[src/bitSlicePkg.sv]
package bitSlicePkg;

   // ------------------------------
   // Status word
   // ------------------------------

   // Bit order follows the 2904 registers: Z N C OVR, zero on top
   typedef struct packed {
      logic zero;
      logic sign;
      logic carry;
      logic ovr;
   } statusFlags;

   // Serial end bits of the RAM shifter and the Q shifter
   // Low is bit 0 of the word, high is the MSB
   typedef struct packed {
      logic ramLow;
      logic ramHigh;
      logic qLow;
      logic qHigh;
   } shiftLinks;

   // ------------------------------
   // Microinstruction
   // ------------------------------
   typedef struct packed {
      logic [3:0]  aSel;         // Read port A address
      logic [3:0]  bSel;         // Read port B / write address
      logic [2:0]  src;          // Operand pair R,S
      logic [2:0]  func;         // ALU function
      logic [2:0]  dest;         // Write-back and shift control
      logic [12:0] statusInstr;  // 2904 I12..I0
      logic        ceMachine;    // Machine status reg enable
      logic        ceMicro;      // Micro status reg enable
      logic        enZero;
      logic        enCarry;
      logic        enSign;
      logic        enOvr;
      logic        shiftEn;      // Shift linkage active
   } microInstr;

   // Source operand codes, R first then S
   localparam logic [2:0] srcAQ = 3'd0;
   localparam logic [2:0] srcAB = 3'd1;
   localparam logic [2:0] srcZQ = 3'd2;
   localparam logic [2:0] srcZB = 3'd3;
   localparam logic [2:0] srcZA = 3'd4;
   localparam logic [2:0] srcDA = 3'd5;
   localparam logic [2:0] srcDQ = 3'd6;
   localparam logic [2:0] srcDZ = 3'd7;

   // ALU functions
   localparam logic [2:0] fnAdd   = 3'd0;  // R + S + Cn
   localparam logic [2:0] fnSubR  = 3'd1;  // S - R
   localparam logic [2:0] fnSubS  = 3'd2;  // R - S
   localparam logic [2:0] fnOr    = 3'd3;
   localparam logic [2:0] fnAnd   = 3'd4;
   localparam logic [2:0] fnNotRS = 3'd5;  // ~R & S
   localparam logic [2:0] fnXor   = 3'd6;
   localparam logic [2:0] fnXnor  = 3'd7;

   // Destinations
   localparam logic [2:0] dstQReg  = 3'd0;  // F to Q only
   localparam logic [2:0] dstNop   = 3'd1;
   localparam logic [2:0] dstRamA  = 3'd2;
   localparam logic [2:0] dstRamF  = 3'd3;
   localparam logic [2:0] dstRamQD = 3'd4;  // RAM and Q down
   localparam logic [2:0] dstRamD  = 3'd5;
   localparam logic [2:0] dstRamQU = 3'd6;  // RAM and Q up
   localparam logic [2:0] dstRamU  = 3'd7;

endpackage
[src/bitSliceTop.sv]
`timescale 1ns/1ps

module bitSliceTop #(
   parameter int width = 16
) (
   input  logic                    clk,
   input  logic                    rstN,
   input  bitSlicePkg::microInstr  instr,
   input  logic [width-1:0]        dIn,
   input  logic                    cx,        // External carry
   input  bitSlicePkg::statusFlags statusIn,
   output logic [width-1:0]        yOut,      // ALU result F
   output logic                    ct,
   output bitSlicePkg::statusFlags statusOut
);

   // Datapath wires
   logic [width-1:0]        aData;
   logic [width-1:0]        bData;
   logic                    carryIn;
   bitSlicePkg::statusFlags aluFlags;
   bitSlicePkg::shiftLinks  ends;
   bitSlicePkg::shiftLinks  fills;

   // ------------------------------
   // Status and shift control
   // ------------------------------
   statusShiftCtrl uCtrl (
      .clk       (clk),
      .rstN      (rstN),
      .instr     (instr),
      .aluFlags  (aluFlags),
      .statusIn  (statusIn),
      .cx        (cx),
      .ends      (ends),
      .carryIn   (carryIn),
      .fills     (fills),
      .ct        (ct),
      .statusOut (statusOut)
   );

   // ------------------------------
   // ALU slice
   // ------------------------------
   regFile #(.width(width)) uRegs (
      .clk   (clk),
      .rstN  (rstN),
      .instr (instr),
      .aluF  (yOut),            // F feeds write-back and the output
      .fills (fills),
      .aData (aData),
      .bData (bData)
   );

   aluCore #(.width(width)) uAlu (
      .clk      (clk),
      .rstN     (rstN),
      .instr    (instr),
      .aData    (aData),
      .bData    (bData),
      .dIn      (dIn),
      .carryIn  (carryIn),
      .fills    (fills),
      .aluF     (yOut),
      .aluFlags (aluFlags),
      .ends     (ends)
   );

endmodule

[src/aluCore.sv]
`timescale 1ns/1ps

module aluCore #(
   parameter int width = 16
) (
   input  logic                    clk,
   input  logic                    rstN,
   input  bitSlicePkg::microInstr  instr,
   input  logic [width-1:0]        aData,
   input  logic [width-1:0]        bData,
   input  logic [width-1:0]        dIn,
   input  logic                    carryIn,
   input  bitSlicePkg::shiftLinks  fills,
   output logic [width-1:0]        aluF,
   output bitSlicePkg::statusFlags aluFlags,
   output bitSlicePkg::shiftLinks  ends
);

   logic [width-1:0] q;           // Q register
   logic [width-1:0] r;
   logic [width-1:0] s;
   logic [width-1:0] opR;         // R after optional invert
   logic [width-1:0] opS;
   logic [width:0]   sum;         // Carry out on top
   logic             arith;

   // ------------------------------
   // Operand select
   // ------------------------------
   always_comb begin
      case (instr.src)
         bitSlicePkg::srcAQ: {r, s} = {aData, q};
         bitSlicePkg::srcAB: {r, s} = {aData, bData};
         bitSlicePkg::srcZQ: {r, s} = {{width{1'b0}}, q};
         bitSlicePkg::srcZB: {r, s} = {{width{1'b0}}, bData};
         bitSlicePkg::srcZA: {r, s} = {{width{1'b0}}, aData};
         bitSlicePkg::srcDA: {r, s} = {dIn, aData};
         bitSlicePkg::srcDQ: {r, s} = {dIn, q};
         default:            {r, s} = {dIn, {width{1'b0}}};   // DZ
      endcase
   end

   // ------------------------------
   // Adder and logic unit
   // ------------------------------
   // Subtraction is one's complement plus carry-in, as on the 2901
   always_comb begin
      opR = r;
      opS = s;
      case (instr.func)
         bitSlicePkg::fnSubR: opR = ~r;          // S - R
         bitSlicePkg::fnSubS: opS = ~s;          // R - S
         default: ;
      endcase
   end

   assign sum = {1'b0, opR} + {1'b0, opS} + (width+1)'(carryIn);

   always_comb begin
      aluF = sum[width-1:0];
      case (instr.func)
         bitSlicePkg::fnOr:    aluF = r | s;
         bitSlicePkg::fnAnd:   aluF = r & s;
         bitSlicePkg::fnNotRS: aluF = ~r & s;
         bitSlicePkg::fnXor:   aluF = r ^ s;
         bitSlicePkg::fnXnor:  aluF = ~(r ^ s);
         default: ;
      endcase
   end

   assign arith = (instr.func == bitSlicePkg::fnAdd)
                | (instr.func == bitSlicePkg::fnSubR)
                | (instr.func == bitSlicePkg::fnSubS);

   // Logic functions report no carry and no overflow
   assign aluFlags.zero  = (aluF == '0);
   assign aluFlags.sign  = aluF[width-1];
   assign aluFlags.carry = arith & sum[width];
   assign aluFlags.ovr   = arith & (opR[width-1] == opS[width-1])
                         & (aluF[width-1] != opR[width-1]);   // Like signs in, other out

   // ------------------------------
   // Q register and shifter
   // ------------------------------
   always_ff @(posedge clk) begin
      if (!rstN) begin
         q <= '0;
      end else begin
         case (instr.dest)
            bitSlicePkg::dstQReg:  q <= aluF;
            bitSlicePkg::dstRamQD: q <= {fills.qHigh, q[width-1:1]};
            bitSlicePkg::dstRamQU: q <= {q[width-2:0], fills.qLow};
            default: ;                           // Q holds
         endcase
      end
   end

   // End bits that leave the slice on a shift
   assign ends.ramLow  = aluF[0];
   assign ends.ramHigh = aluF[width-1];
   assign ends.qLow    = q[0];
   assign ends.qHigh   = q[width-1];

endmodule

[src/regFile.sv]
`timescale 1ns/1ps

module regFile #(
   parameter int width = 16
) (
   input  logic                   clk,
   input  logic                   rstN,
   input  bitSlicePkg::microInstr instr,
   input  logic [width-1:0]       aluF,
   input  bitSlicePkg::shiftLinks fills,
   output logic [width-1:0]       aData,
   output logic [width-1:0]       bData
);

   logic [width-1:0] regs [16];
   logic [width-1:0] wrData;
   logic             wrEn;

   // Both read ports are asynchronous
   assign aData = regs[instr.aSel];
   assign bData = regs[instr.bSel];

   // ------------------------------
   // Write-back shifter
   // ------------------------------
   always_comb begin
      wrEn   = 1'b1;
      wrData = aluF;                             // RAMA, RAMF write F as is
      case (instr.dest)
         bitSlicePkg::dstQReg,
         bitSlicePkg::dstNop:
            wrEn = 1'b0;                         // No RAM write
         bitSlicePkg::dstRamQD,
         bitSlicePkg::dstRamD:
            wrData = {fills.ramHigh, aluF[width-1:1]};   // Down, fill at MSB
         bitSlicePkg::dstRamQU,
         bitSlicePkg::dstRamU:
            wrData = {aluF[width-2:0], fills.ramLow};    // Up, fill at LSB
         default: ;
      endcase
   end

   // Write goes to the B address
   always_ff @(posedge clk) begin
      if (!rstN) begin
         for (int i = 0; i < 16; i++) begin
            regs[i] <= '0;
         end
      end else if (wrEn) begin
         regs[instr.bSel] <= wrData;
      end
   end

endmodule

[src/statusShiftCtrl.sv]
`timescale 1ns/1ps

module statusShiftCtrl (
   input  logic                    clk,
   input  logic                    rstN,
   input  bitSlicePkg::microInstr  instr,
   input  bitSlicePkg::statusFlags aluFlags,   // Live flags from ALU
   input  bitSlicePkg::statusFlags statusIn,   // External status word
   input  logic                    cx,
   input  bitSlicePkg::shiftLinks  ends,       // Shifted-out bits
   output logic                    carryIn,
   output bitSlicePkg::shiftLinks  fills,      // Shifted-in bits
   output logic                    ct,
   output bitSlicePkg::statusFlags statusOut
);

   logic [12:0] si;
   logic [5:0]  op;
   bitSlicePkg::statusFlags uSr;
   bitSlicePkg::statusFlags mSr;
   bitSlicePkg::statusFlags uNext;
   bitSlicePkg::statusFlags mNext;
   logic        linkRam;        // Fill for RAM end
   logic        linkQ;          // Fill for Q end
   logic        ovrTake;        // Shift code claims machine carry
   logic        carryShift;
   logic        carryOverride;
   logic        ctBase;
   logic [2:0]  ctSel;

   assign si = instr.statusInstr;
   assign op = si[5:0];

   // ------------------------------
   // Micro status register
   // ------------------------------
   always_comb begin
      uNext = aluFlags;                          // Plain load by default
      case (op)
         6'o00, 6'o02: uNext = mSr;              // Load from MSR, swap
         6'o01:        uNext = '1;
         6'o03:        uNext = '0;
         6'o06, 6'o07: uNext.ovr = aluFlags.ovr | uSr.ovr;   // Overflow retain
         6'o30, 6'o31, 6'o50, 6'o51, 6'o70, 6'o71:
            uNext.carry = ~aluFlags.carry;
         6'o10, 6'o11: begin
            uNext      = uSr;
            uNext.zero = op[0];                  // Bit 0 is the set value
         end
         6'o12, 6'o13: begin
            uNext       = uSr;
            uNext.carry = op[0];
         end
         6'o14, 6'o15: begin
            uNext      = uSr;
            uNext.sign = op[0];
         end
         6'o16, 6'o17: begin
            uNext     = uSr;
            uNext.ovr = op[0];
         end
         default: ;
      endcase
   end

   // ------------------------------
   // Machine status register
   // ------------------------------
   always_comb begin
      mNext = aluFlags;
      case (op)
         6'o00: mNext = statusIn;
         6'o01: mNext = '1;
         6'o02: mNext = uSr;                     // Swap half
         6'o03: mNext = '0;
         6'o05: mNext = ~mSr;
         6'o04: begin
            // Shift through overflow, C and OVR trade places
            mNext.carry = mSr.ovr;
            mNext.ovr   = mSr.carry;
         end
         6'o10, 6'o11, 6'o30, 6'o31, 6'o50, 6'o51, 6'o70, 6'o71:
            mNext.carry = ~aluFlags.carry;
         default: ;
      endcase
   end

   always_ff @(posedge clk) begin
      if (!rstN) begin
         uSr <= '0;
         mSr <= '0;
      end else begin
         if (instr.ceMicro)
            uSr <= uNext;
         if (instr.ceMachine && instr.enZero)
            mSr.zero <= mNext.zero;
         if (instr.ceMachine && instr.enSign)
            mSr.sign <= mNext.sign;
         if (instr.ceMachine && instr.enOvr)
            mSr.ovr <= mNext.ovr;
         if (carryOverride)
            mSr.carry <= carryShift;             // Shift wins over load
         else if (instr.ceMachine && instr.enCarry)
            mSr.carry <= mNext.carry;
      end
   end

   // ------------------------------
   // Condition test and status mux
   // ------------------------------

   // Even codes of the 2904 table, odd code inverts
   function automatic logic condBase(bitSlicePkg::statusFlags f, logic [2:0] sel);
      case (sel)
         3'd0:    condBase = (f.sign ^ f.ovr) | f.zero;
         3'd1:    condBase = f.sign ^ f.ovr;
         3'd2:    condBase = f.zero;
         3'd3:    condBase = f.ovr;
         3'd4:    condBase = f.carry | f.zero;
         3'd5:    condBase = f.carry;
         3'd6:    condBase = ~f.carry | f.zero;
         default: condBase = f.sign;
      endcase
   endfunction

   always_comb begin
      ctSel = si[3:1];
      case (si[5:4])
         2'b10: ctBase = condBase(mSr, ctSel);
         2'b11: begin
            // Live flags, code 8 repeats the inverted-carry test as on the chip
            if (ctSel == 3'd4)
               ctSel = 3'd6;
            ctBase = condBase(aluFlags, ctSel);
         end
         default: begin
            if (ctSel != 3'd7)
               ctBase = condBase(uSr, ctSel);
            else if (si[4])
               ctBase = uSr.sign;
            else
               ctBase = aluFlags.sign ^ mSr.sign;  // Sign compare, live vs MSR
         end
      endcase
      ct = ctBase ^ si[0];
   end

   always_comb begin
      case (si[5:4])
         2'b10:   statusOut = mSr;
         2'b11:   statusOut = aluFlags;
         default: statusOut = uSr;
      endcase
   end

   // ------------------------------
   // Carry-in mux
   // ------------------------------
   // I12=0 gives the constant in I11, I11=0 then takes cx,
   // else a registered carry picked by I5, inverted for I3..I1 = 4
   always_comb begin
      if (!si[12])
         carryIn = si[11];
      else if (!si[11])
         carryIn = cx;
      else
         carryIn = (si[5] ? mSr.carry : uSr.carry) ^ (si[3:1] == 3'd4);
   end

   // ------------------------------
   // Shift linkage
   // ------------------------------
   // Codes 00..17 shift down (fills go to the high ends),
   // codes 20..37 shift up (fills go to the low ends)
   always_comb begin
      {linkRam, linkQ, ovrTake, carryShift} = '0;
      case (si[10:6])
         5'o00: {linkRam, linkQ} = 2'b00;
         5'o01: {linkRam, linkQ} = 2'b11;
         5'o02: {linkRam, linkQ, ovrTake, carryShift} = {1'b0, mSr.sign, 1'b1, ends.ramLow};
         5'o03: {linkRam, linkQ} = {1'b1, ends.ramLow};
         5'o04: {linkRam, linkQ} = {mSr.carry, ends.ramLow};
         5'o05: {linkRam, linkQ} = {mSr.sign, ends.ramLow};
         5'o06: {linkRam, linkQ} = {1'b0, ends.ramLow};
         5'o07: {linkRam, linkQ, ovrTake, carryShift} = {1'b0, ends.ramLow, 1'b1, ends.qLow};
         5'o10: {linkRam, linkQ, ovrTake, carryShift} =
                   {ends.ramLow, ends.qLow, 1'b1, ends.ramLow};
         5'o11: {linkRam, linkQ, ovrTake, carryShift} =
                   {mSr.carry, ends.qLow, 1'b1, ends.ramLow};
         5'o12: {linkRam, linkQ} = {ends.ramLow, ends.qLow};     // Two rotates
         5'o13: {linkRam, linkQ} = {aluFlags.carry, ends.ramLow};
         5'o14: {linkRam, linkQ, ovrTake, carryShift} =
                   {mSr.carry, ends.ramLow, 1'b1, ends.qLow};
         5'o15: {linkRam, linkQ, ovrTake, carryShift} =
                   {ends.qLow, ends.ramLow, 1'b1, ends.qLow};
         5'o16: {linkRam, linkQ} = {aluFlags.sign ^ aluFlags.ovr, ends.ramLow};
         5'o17: {linkRam, linkQ} = {ends.qLow, ends.ramLow};     // Double rotate
         5'o20: {linkRam, linkQ, ovrTake, carryShift} = {2'b00, 1'b1, ends.ramHigh};
         5'o21: {linkRam, linkQ, ovrTake, carryShift} = {2'b11, 1'b1, ends.ramHigh};
         5'o22: {linkRam, linkQ} = 2'b00;
         5'o23: {linkRam, linkQ} = 2'b11;
         5'o24: {linkRam, linkQ, ovrTake, carryShift} = {ends.qHigh, 1'b0, 1'b1, ends.ramHigh};
         5'o25: {linkRam, linkQ, ovrTake, carryShift} = {ends.qHigh, 1'b1, 1'b1, ends.ramHigh};
         5'o26: {linkRam, linkQ} = {ends.qHigh, 1'b0};
         5'o27: {linkRam, linkQ} = {ends.qHigh, 1'b1};
         5'o30: {linkRam, linkQ, ovrTake, carryShift} =
                   {ends.ramHigh, ends.qHigh, 1'b1, ends.ramHigh};
         5'o31: {linkRam, linkQ, ovrTake, carryShift} =
                   {mSr.carry, ends.qHigh, 1'b1, ends.ramHigh};
         5'o32: {linkRam, linkQ} = {ends.ramHigh, ends.qHigh};
         5'o33: {linkRam, linkQ} = {mSr.carry, 1'b0};
         5'o34: {linkRam, linkQ, ovrTake, carryShift} =
                   {ends.qHigh, mSr.carry, 1'b1, ends.ramHigh};
         5'o35: {linkRam, linkQ, ovrTake, carryShift} =
                   {ends.qHigh, ends.ramHigh, 1'b1, ends.ramHigh};
         5'o36: {linkRam, linkQ} = {ends.qHigh, mSr.carry};
         default: {linkRam, linkQ} = {ends.qHigh, ends.ramHigh};   // 37, double rotate
      endcase
   end

   always_comb begin
      fills = '0;                                // Idle linkage shifts in zeros
      if (instr.shiftEn) begin
         if (si[10]) begin
            fills.ramLow = linkRam;
            fills.qLow   = linkQ;
         end else begin
            fills.ramHigh = linkRam;
            fills.qHigh   = linkQ;
         end
      end
   end

   assign carryOverride = instr.shiftEn & ovrTake;

endmodule

[config.mk]
export PLATFORM = sky130hd
export DESIGN_NAME = bitSliceTop
export DESIGN_NICKNAME = d
export VERILOG_FILES = /design/src/bitSlicePkg.sv /design/src/bitSliceTop.sv /design/src/aluCore.sv /design/src/regFile.sv /design/src/statusShiftCtrl.sv
export SDC_FILE = /design/constraint.sdc
export NUM_CORES = 1
export LEC_CHECK = 0
export ABC_CLOCK_PERIOD_IN_PS = 7500
export BUFFER_PORTS_ARGS = -buffer_cell sky130_fd_sc_hd__buf_2
export CAP_MARGIN = 20
export CELL_PAD_IN_SITES_DETAIL_PLACEMENT = 0
export CELL_PAD_IN_SITES_GLOBAL_PLACEMENT = 1
export CORE_AREA = 2 2 249 153
export DETAILED_ROUTE_END_ITERATION = 7
export DIE_AREA = 0 0 251 155
export PLACE_DENSITY = 0.77
export SYNTH_ARGS = -nofsm -noshare
export SYNTH_HDL_FRONTEND = slang
export SYNTH_SLANG_ARGS = --single-unit
[constraint.sdc]
create_clock -name clk -period 7.5 [get_ports clk]
set_input_delay 0.375 -clock clk [delete_from_list [all_inputs] [get_ports clk]]
set_output_delay 0.375 -clock clk [all_outputs]
set_load 0.01 [all_outputs]
**Word-level counts from Yosys, hierarchy flattened**

Memories as Yosys holds them, arrays and structs flattened.
Index checks and enable logic that the tools add are counted.

- Word-level logic and storage cells: 233
- Bits in writable memories: 256
- Register bits after elaboration: 24
- Memories: 1
- Input bits: 60

- Mux-type cells: 43
- Bitwise operators: 38
- Reduce and logical (&&, ||, !) cells: 54
- Eq/ne operators: 86
- Add/subtract/negate cells: 2

Memory list:

| name | words | bits a word | rd ports | clocked after memory_dff | write ports | line | source |
|---|---|---|---|---|---|---|---|
| uRegs.regs | 16 | 16 | 2 | 0 | 16 | regFile.sv:15 | `logic [width-1:0] regs [16];` |

Operators by type and width:

| cell | number |
|---|---|
| $pmux 16 s3 | 2 |
| $pmux 16 s5 | 1 |
| $eq 5x5->1 const B | 15 |
| $pmux 16 s2 | 2 |
| $eq 3x3->1 const B | 17 |
| $eq 6x4->1 const B | 8 |
| $mux 16 | 3 |
| $not 16->16 | 3 |
| $eq 5x4->1 const B | 8 |
| $pmux 1 s7 | 5 |
| $and 16x16->16 | 2 |
| $reduce_or 2->1 | 16 |
| $reduce_or 6->1 | 5 |
| $eq 3x2->1 const B | 8 |
| $eq 6x3->1 const B | 4 |
| $eq 6x6->1 const B | 4 |
| $eq 5x3->1 const B | 4 |
| $pmux 1 s6 | 3 |
| $reduce_or 3->1 | 6 |
| $add 16x16->17 | 1 |
| $add 17x1->17 | 1 |
| $mux 1 | 17 |
| $logic_not 16->1 | 1 |
| $or 16x16->16 | 1 |
| 38 further kinds | 86 |

**Longest topological paths before layout**

- Word-level depth: 16
- Depth in mapped cells: 25
- Gate-level depth less buffers: 20

**Cells and area by module**

A second synthesis with hierarchy kept.

- Cells, all modules: 1,638
- Area, all modules: 18,751.7 um^2

Modules (own cells, without submodules):

| module | times used | cells an instance | area an instance (um^2) |
|---|---|---|---|
| regFile | 1 | 899 | 13,513.0 |
| aluCore | 1 | 509 | 3,744.8 |
| statusShiftCtrl | 1 | 230 | 1,493.9 |

**Least setup slack after synthesis**

Ideal clock, no wire load.

- Path kind: input -> output
- Start: in instr[29] in the netlist's numbering
- End: out ct
- Data required time: 7.125 ns
- Buffers on the path: 3
- Arrival time: 5.205 ns
- Slack: 1.920 ns
- Stages: 22
- Path through: buf_2 -> buf_2 -> buf_2 -> mux4_2 -> a22o_1 -> a221oi_1 -> and2_1 -> xnor2_1 -> inv_1 -> fa_1 -> nor2b_1 -> o2111ai_1 -> a21oi_1 -> nor2_1 -> o2111a_1 -> a221o_1 -> nor2_1 -> inv_1 -> nor4_1 -> a31oi_1 -> and4bb_2 -> xor2_1

RTL lines:

| item | line | source |
|---|---|---|
| from (decl) | bitSliceTop.sv:8 | `input bitSlicePkg::microInstr instr,` |
| $mem_v2 16x16 (*) | n/a |  |
| $pmux 16 s3 (*) | aluCore.sv:31 | `case (instr.src)` |
| $not 16->16 | aluCore.sv:52 | `bitSlicePkg::fnSubS: opS = ~s;` |
| $mux 16 | aluCore.sv:50 | `case (instr.func)` |
| $add 16x16->17 | aluCore.sv:57 | `assign sum = {1'b0, opR} + {1'b0, opS} + (width+1)'(carryIn);` |
| $add 17x1->17 | aluCore.sv:57 |  |
| $pmux 16 s5 (*) | aluCore.sv:61 | `case (instr.func)` |
| via yOut[12] | bitSliceTop.sv:12 | `output logic [width-1:0] yOut,` |
| $logic_not 16->1 (*) | aluCore.sv:76 | `assign aluFlags.zero = (aluF == '0);` |
| $or 1x1->1, on equally long branches | statusShiftCtrl.sv:121, statusShiftCtrl.sv:115, statusShiftCtrl.sv:119 |  |
| $pmux 1 s7 (*) | statusShiftCtrl.sv:114 | `case (sel)` |
| $pmux 1 s2 (*) | statusShiftCtrl.sv:128 | `case (si[5:4])` |
| $xor 1x1->1 (*) | statusShiftCtrl.sv:145 | `ct = ctBase ^ si[0];` |
| to (decl) | bitSliceTop.sv:13 | `output logic ct,` |

Mark *: on every way through the listed nets, which the timed path passes. The rest lies on a longest branch.

**Worst setup path in the final report**

- Start: in instr[35] in the netlist's numbering
- End: out ct

- Word-level cells in the longest chain between the ends: 14

RTL lines:

| item | line | source |
|---|---|---|
| $mem_v2 16x16 (*) | n/a |  |
| $pmux 16 s3 or $pmux 16 s2 (tied branches) | aluCore.sv:31 |  |
| $not 16->16, on equally long branches | aluCore.sv:52, aluCore.sv:51, aluCore.sv:64 |  |
| $mux 16 | aluCore.sv:50 |  |
| $add 16x16->17 | aluCore.sv:57 |  |
| $add 17x1->17 | aluCore.sv:57 |  |
| $pmux 16 s5 | aluCore.sv:61 |  |
| $ne 1x1->1 | aluCore.sv:80 | `& (aluF[width-1] != opR[width-1]);` |
| $and 1x1->1 | aluCore.sv:80 |  |
| $xor 1x1->1 | statusShiftCtrl.sv:115, statusShiftCtrl.sv:116 |  |
| $or 1x1->1 | statusShiftCtrl.sv:115 | `3'd0: condBase = (f.sign ^ f.ovr) \| f.zero;` |
| $pmux 1 s7 | statusShiftCtrl.sv:114 |  |
| $pmux 1 s2 (*) | statusShiftCtrl.sv:128 |  |
| $xor 1x1->1 (*) | statusShiftCtrl.sv:145 |  |

Every way passes the cells marked *; elsewhere a longest branch is shown, timed or not.

==> impl_metrics.py <==
metrics = {
    "global_routing": {
        "grt_max_degree": 53,
        "grt_pass1_wl_um": 98780,
        "grt_pass1_vias": 14426,
        "overflow": 0,
        "grt_antenna_before_repair": 1,
        "track_usage_pct": 34.87,
    },
    "timing": {
        "timing_hold_violations_final": 0,
        "max_freq_mhz": 146.0,
        "slew_viol_final": 0,
        "rsz0062_at_grt": "no",
        "slew_headroom_pct": 23.06,
        "fin_skew_ns": 0.02155,
        "fin_crit_sh_pct": 91.33,
        "finalSetupViolCount": 0,
        "setup_tns_ns": 0,
        "worstMarginPinSlew_ns": 1.151,
        "layout_min_cycle_time_ns": 6.849,
    },
    "yosys": {
        "synth_edf_count": 256,
        "synth_fa_ha_area_share_pct": 2.314,
        "async_flop_share_pct": 0,
        "syn-cell-area_sq_mm": 0.01849,
        "synth_compound_area_share_pct": 13.63,
        "avgSynthCellArea_sq_um": 10.83,
        "ys_seq_elements": 280,
        "ys_seq_area_share_pct": 44.16,
        "synthMuxAreaShare_pct": 17.91,
        "yosys.area_share.simple_pct": 14.07,
        "yosysWarnings": 0,
        "synth.distinct_cells": 84,
        "synth_ff_type": "edfxtp_1",
        "syn_inst": 1708,
        "synth_fp_nets": 1801,
        "synth_top_family_by_area": "multiplexers",
        "synth_xor_area_share_pct": 3.457,
    },
    "clocking": {
        "cts_made_buffers": 28,
        "hold_buffers": 0,
        "cts_tree": "yes",
        "cts.clk_slew.worst_paths_ns": 0.08,
        "root_buffer": "clkbuf_16",
        "post_cts_buffers": 0,
        "htreeDepth": 1,
        "clock-sinks": 280,
        "cts_buffer_depth": 3,
        "worstSkewPairLatency_ns": 0.59,
        "cts_resized": 0,
    },
    "route": {
        "first_pass_iters": 5,
        "route.antenna.remaining_nets": 0,
        "vias_per_cell": 6.882,
        "via_count": 15581,
        "drt_iter0_drc": 2263,
        "drc": 0,
        "wl_um": 68400,
        "wl_per_cell_um": 30.21,
    },
    "setup_path": {
        "path_class": "in2out",
        "crit_required_ns": 7.12,
        "cp.arrival_ns": 6.47,
        "crit_family": "compound AO/OA/AOI/OAI gates",
        "crit_buf_inv": 4,
        "crit_path_start_kind": "input pin",
        "critPathMaxStageDelay_ns": 0.52,
        "path_max_fanout": 16,
        "end_kind": "primary output",
        "crit_slowest_cell": "nor4_1",
        "crit_chain": "buf_2, buf_4, mux2_2, o22ai_1, o21ai_1, a211oi_2, xor2_1, fa_1, fa_1, nor2b_1, o2111ai_1, a21oi_1, nor2_1, o2111a_1, a221o_1, nor2_1, inv_1, nor4_1, a31oi_1, and4bb_2, xor2_1, buf_2",
    },
    "cells_and_area": {
        "fin_util_pct": 55.75,
        "antenna_cells": 0,
        "most-common-layout-cells": "344 x nor2_1, 256 x edfxtp_1, 118 x nand2_1, 110 x mux4_2, 80 x buf_4",
        "final_common_cell": "nor2_1",
        "fin_nets": 1851,
        "drive_gt1_share_pct": 22.25,
        "area_growth_pct": 11.20,
    },
    "power": {
        "peakVddDrop_v": 0.0001671,
        "powerDensity_mw_per_mm2": 219.1,
        "p_leak_nw": 7.658,
    },
    "die": {
        "die_h_um": 155,
        "dieWidth_um": 251,
        "io_pins": 81,
        "num_rows": 55,
        "die_area_sq_mm": 0.03891,
        "fp.coreArea_sq_mm": 0.03689,
        "start_util_pct": 50.14,
    },
    "placed_design": {
        "place.gp.congestion": 0.9226,
        "dpl.hpwl_um": 47170,
        "io_buffers": 80,
    },
    "outcome": {
        "status": "completed",
    },
    "job": {
        "max_cap_violations": 0,
    },
    "worst_hold_path": {
        "worstHoldPathType": "in2reg",
    },
}
[logic make-up (layout without fill, tap and decap cells)]
group | after synthesis | after routing
AOI/OAI and AO/OA | 351 | 351
and+or+nand+nor | 599 | 599
muxes | 189 | 189
DFF | 280 | 280
xor gates and xnor gates | 73 | 73
buffers and inverters | 183 | 255
adders and majority gates | 33 | 33
[cell type report]
cell class	count	area (sq um)
inverters	36	135.1
clock buffers	33	740.7
well taps	484	605.6
repair buffers	167	1216
multi-input cells	1245	9522
flip-flops and latches	280	8168
clock inverters	19	177.7
fillers	3158	16320
[flip-flops by register name, summed over array words and instances (netlist names)]
name,cells
uRegs.regs,256
uCtrl.mSr,4
uCtrl.uSr,4
uAlu.q,16
[per-layer routing]
metal / vias to the layer above / routed length [um] / share of wire (%) / track usage, %
met4: 2 / 1988 / 2.9 / 9.921
met1: 7716 / 28050 / 41 / 52.53
li1: 6526 / - / - / -
met2: 1216 / 28000 / 41 / 48.77
met5: - / 44 / 0.064 / 0
met3: 121 / 10320 / 15 / 10.06
[where the power goes]
part           switching (W)  total [W]  internal, W  leakage, nW
sequential         0.0000568    0.00184      0.00178         2.84
combinational       0.000757    0.00121     0.000450         4.37
clock               0.000653    0.00146     0.000810        0.451
[per-stage QoR]
stage	total power [W]	std cells	area [sq um]	hold slack (ns)	setup WS, ns
after CTS	0.004450	2259	20460	0.08390	0.8047
after detailed placement	0.003024	2207	19540	0.5564	0.8485
after global placement	0.002999	2201	19420	0.5650	0.9406
after global routing	0.004634	2264	20560	0.1077	0.3562
final	0.004506	2264	20560	0.08064	0.6506
after floorplan	0.002617	1708	18490	0.4816	1.920
[worst reg2reg max path, cell delays in order (launching register included)]
cell,delay [ns]
edfxtp_1,0.42
mux4_2,0.50
a22oi_1,0.17
o21ai_1,0.17
a211oi_2,0.42
xor2_1,0.14
fa_1,0.51
fa_1,0.48
nor2b_1,0.16
o2111ai_1,0.16
a21oi_1,0.37
nor2_1,0.14
o2111a_1,0.28
a221o_1,0.28
nor2_1,0.23
inv_1,0.14
nor4_1,0.52
nand3_1,0.29
a221o_1,0.38
a21oi_1,0.13
[cell usage after synthesis (all sizes together) (5+ instances only)]
master | number | share of area, %
nor4 | 6 | 0.24
o221a | 16 | 0.97
xnor2 | 46 | 2.2
o21ai | 66 | 1.8
a21o | 10 | 0.41
and3 | 5 | 0.17
a221o | 6 | 0.32
a21oi | 74 | 2.0
or2 | 6 | 0.20
nor3b | 7 | 0.28
nand2b | 20 | 0.68
a22oi | 29 | 1.2
o22ai | 19 | 0.64
inv | 32 | 0.65
o211ai | 10 | 0.41
mux2i | 43 | 2.3
nor2 | 345 | 7.0
o31ai | 7 | 0.28
or3 | 5 | 0.17
o21a | 6 | 0.24
a22o | 19 | 0.90
ha | 31 | 2.1
nor2b | 19 | 0.64
a221oi | 15 | 1.0
buf | 54 | 1.8
nand3 | 20 | 0.54
mux4 | 110 | 13
a31oi | 15 | 0.54
a211oi | 16 | 0.68
nor3 | 19 | 0.51
mux2 | 36 | 2.2
clkbuf | 93 | 1.9
and2 | 9 | 0.30
nand2 | 118 | 2.4
edfxtp | 256 | 42
xor2 | 27 | 1.3
nand4 | 5 | 0.17
dfxtp | 24 | 2.6
[path summary, 6_finish.rpt]
check | from | endpoint | slack, ns | depth (start not counted)
hold / removal | instr[4] | uCtrl.mSr[3]$_SDFFE_PN0P_ | 0.08 | 4
setup reg to reg | uRegs.regs[13][0]$_SDFFCE_PN0P_ | uCtrl.mSr[3]$_SDFFE_PN0P_ | 1.55 | 19
hold reg to reg | uCtrl.uSr[3]$_SDFFE_PN0P_ | uCtrl.uSr[3]$_SDFFE_PN0P_ | 0.58 | 2
setup / recovery | instr[35] | ct | 0.65 | 22
(Power assumes the default switching activity.)
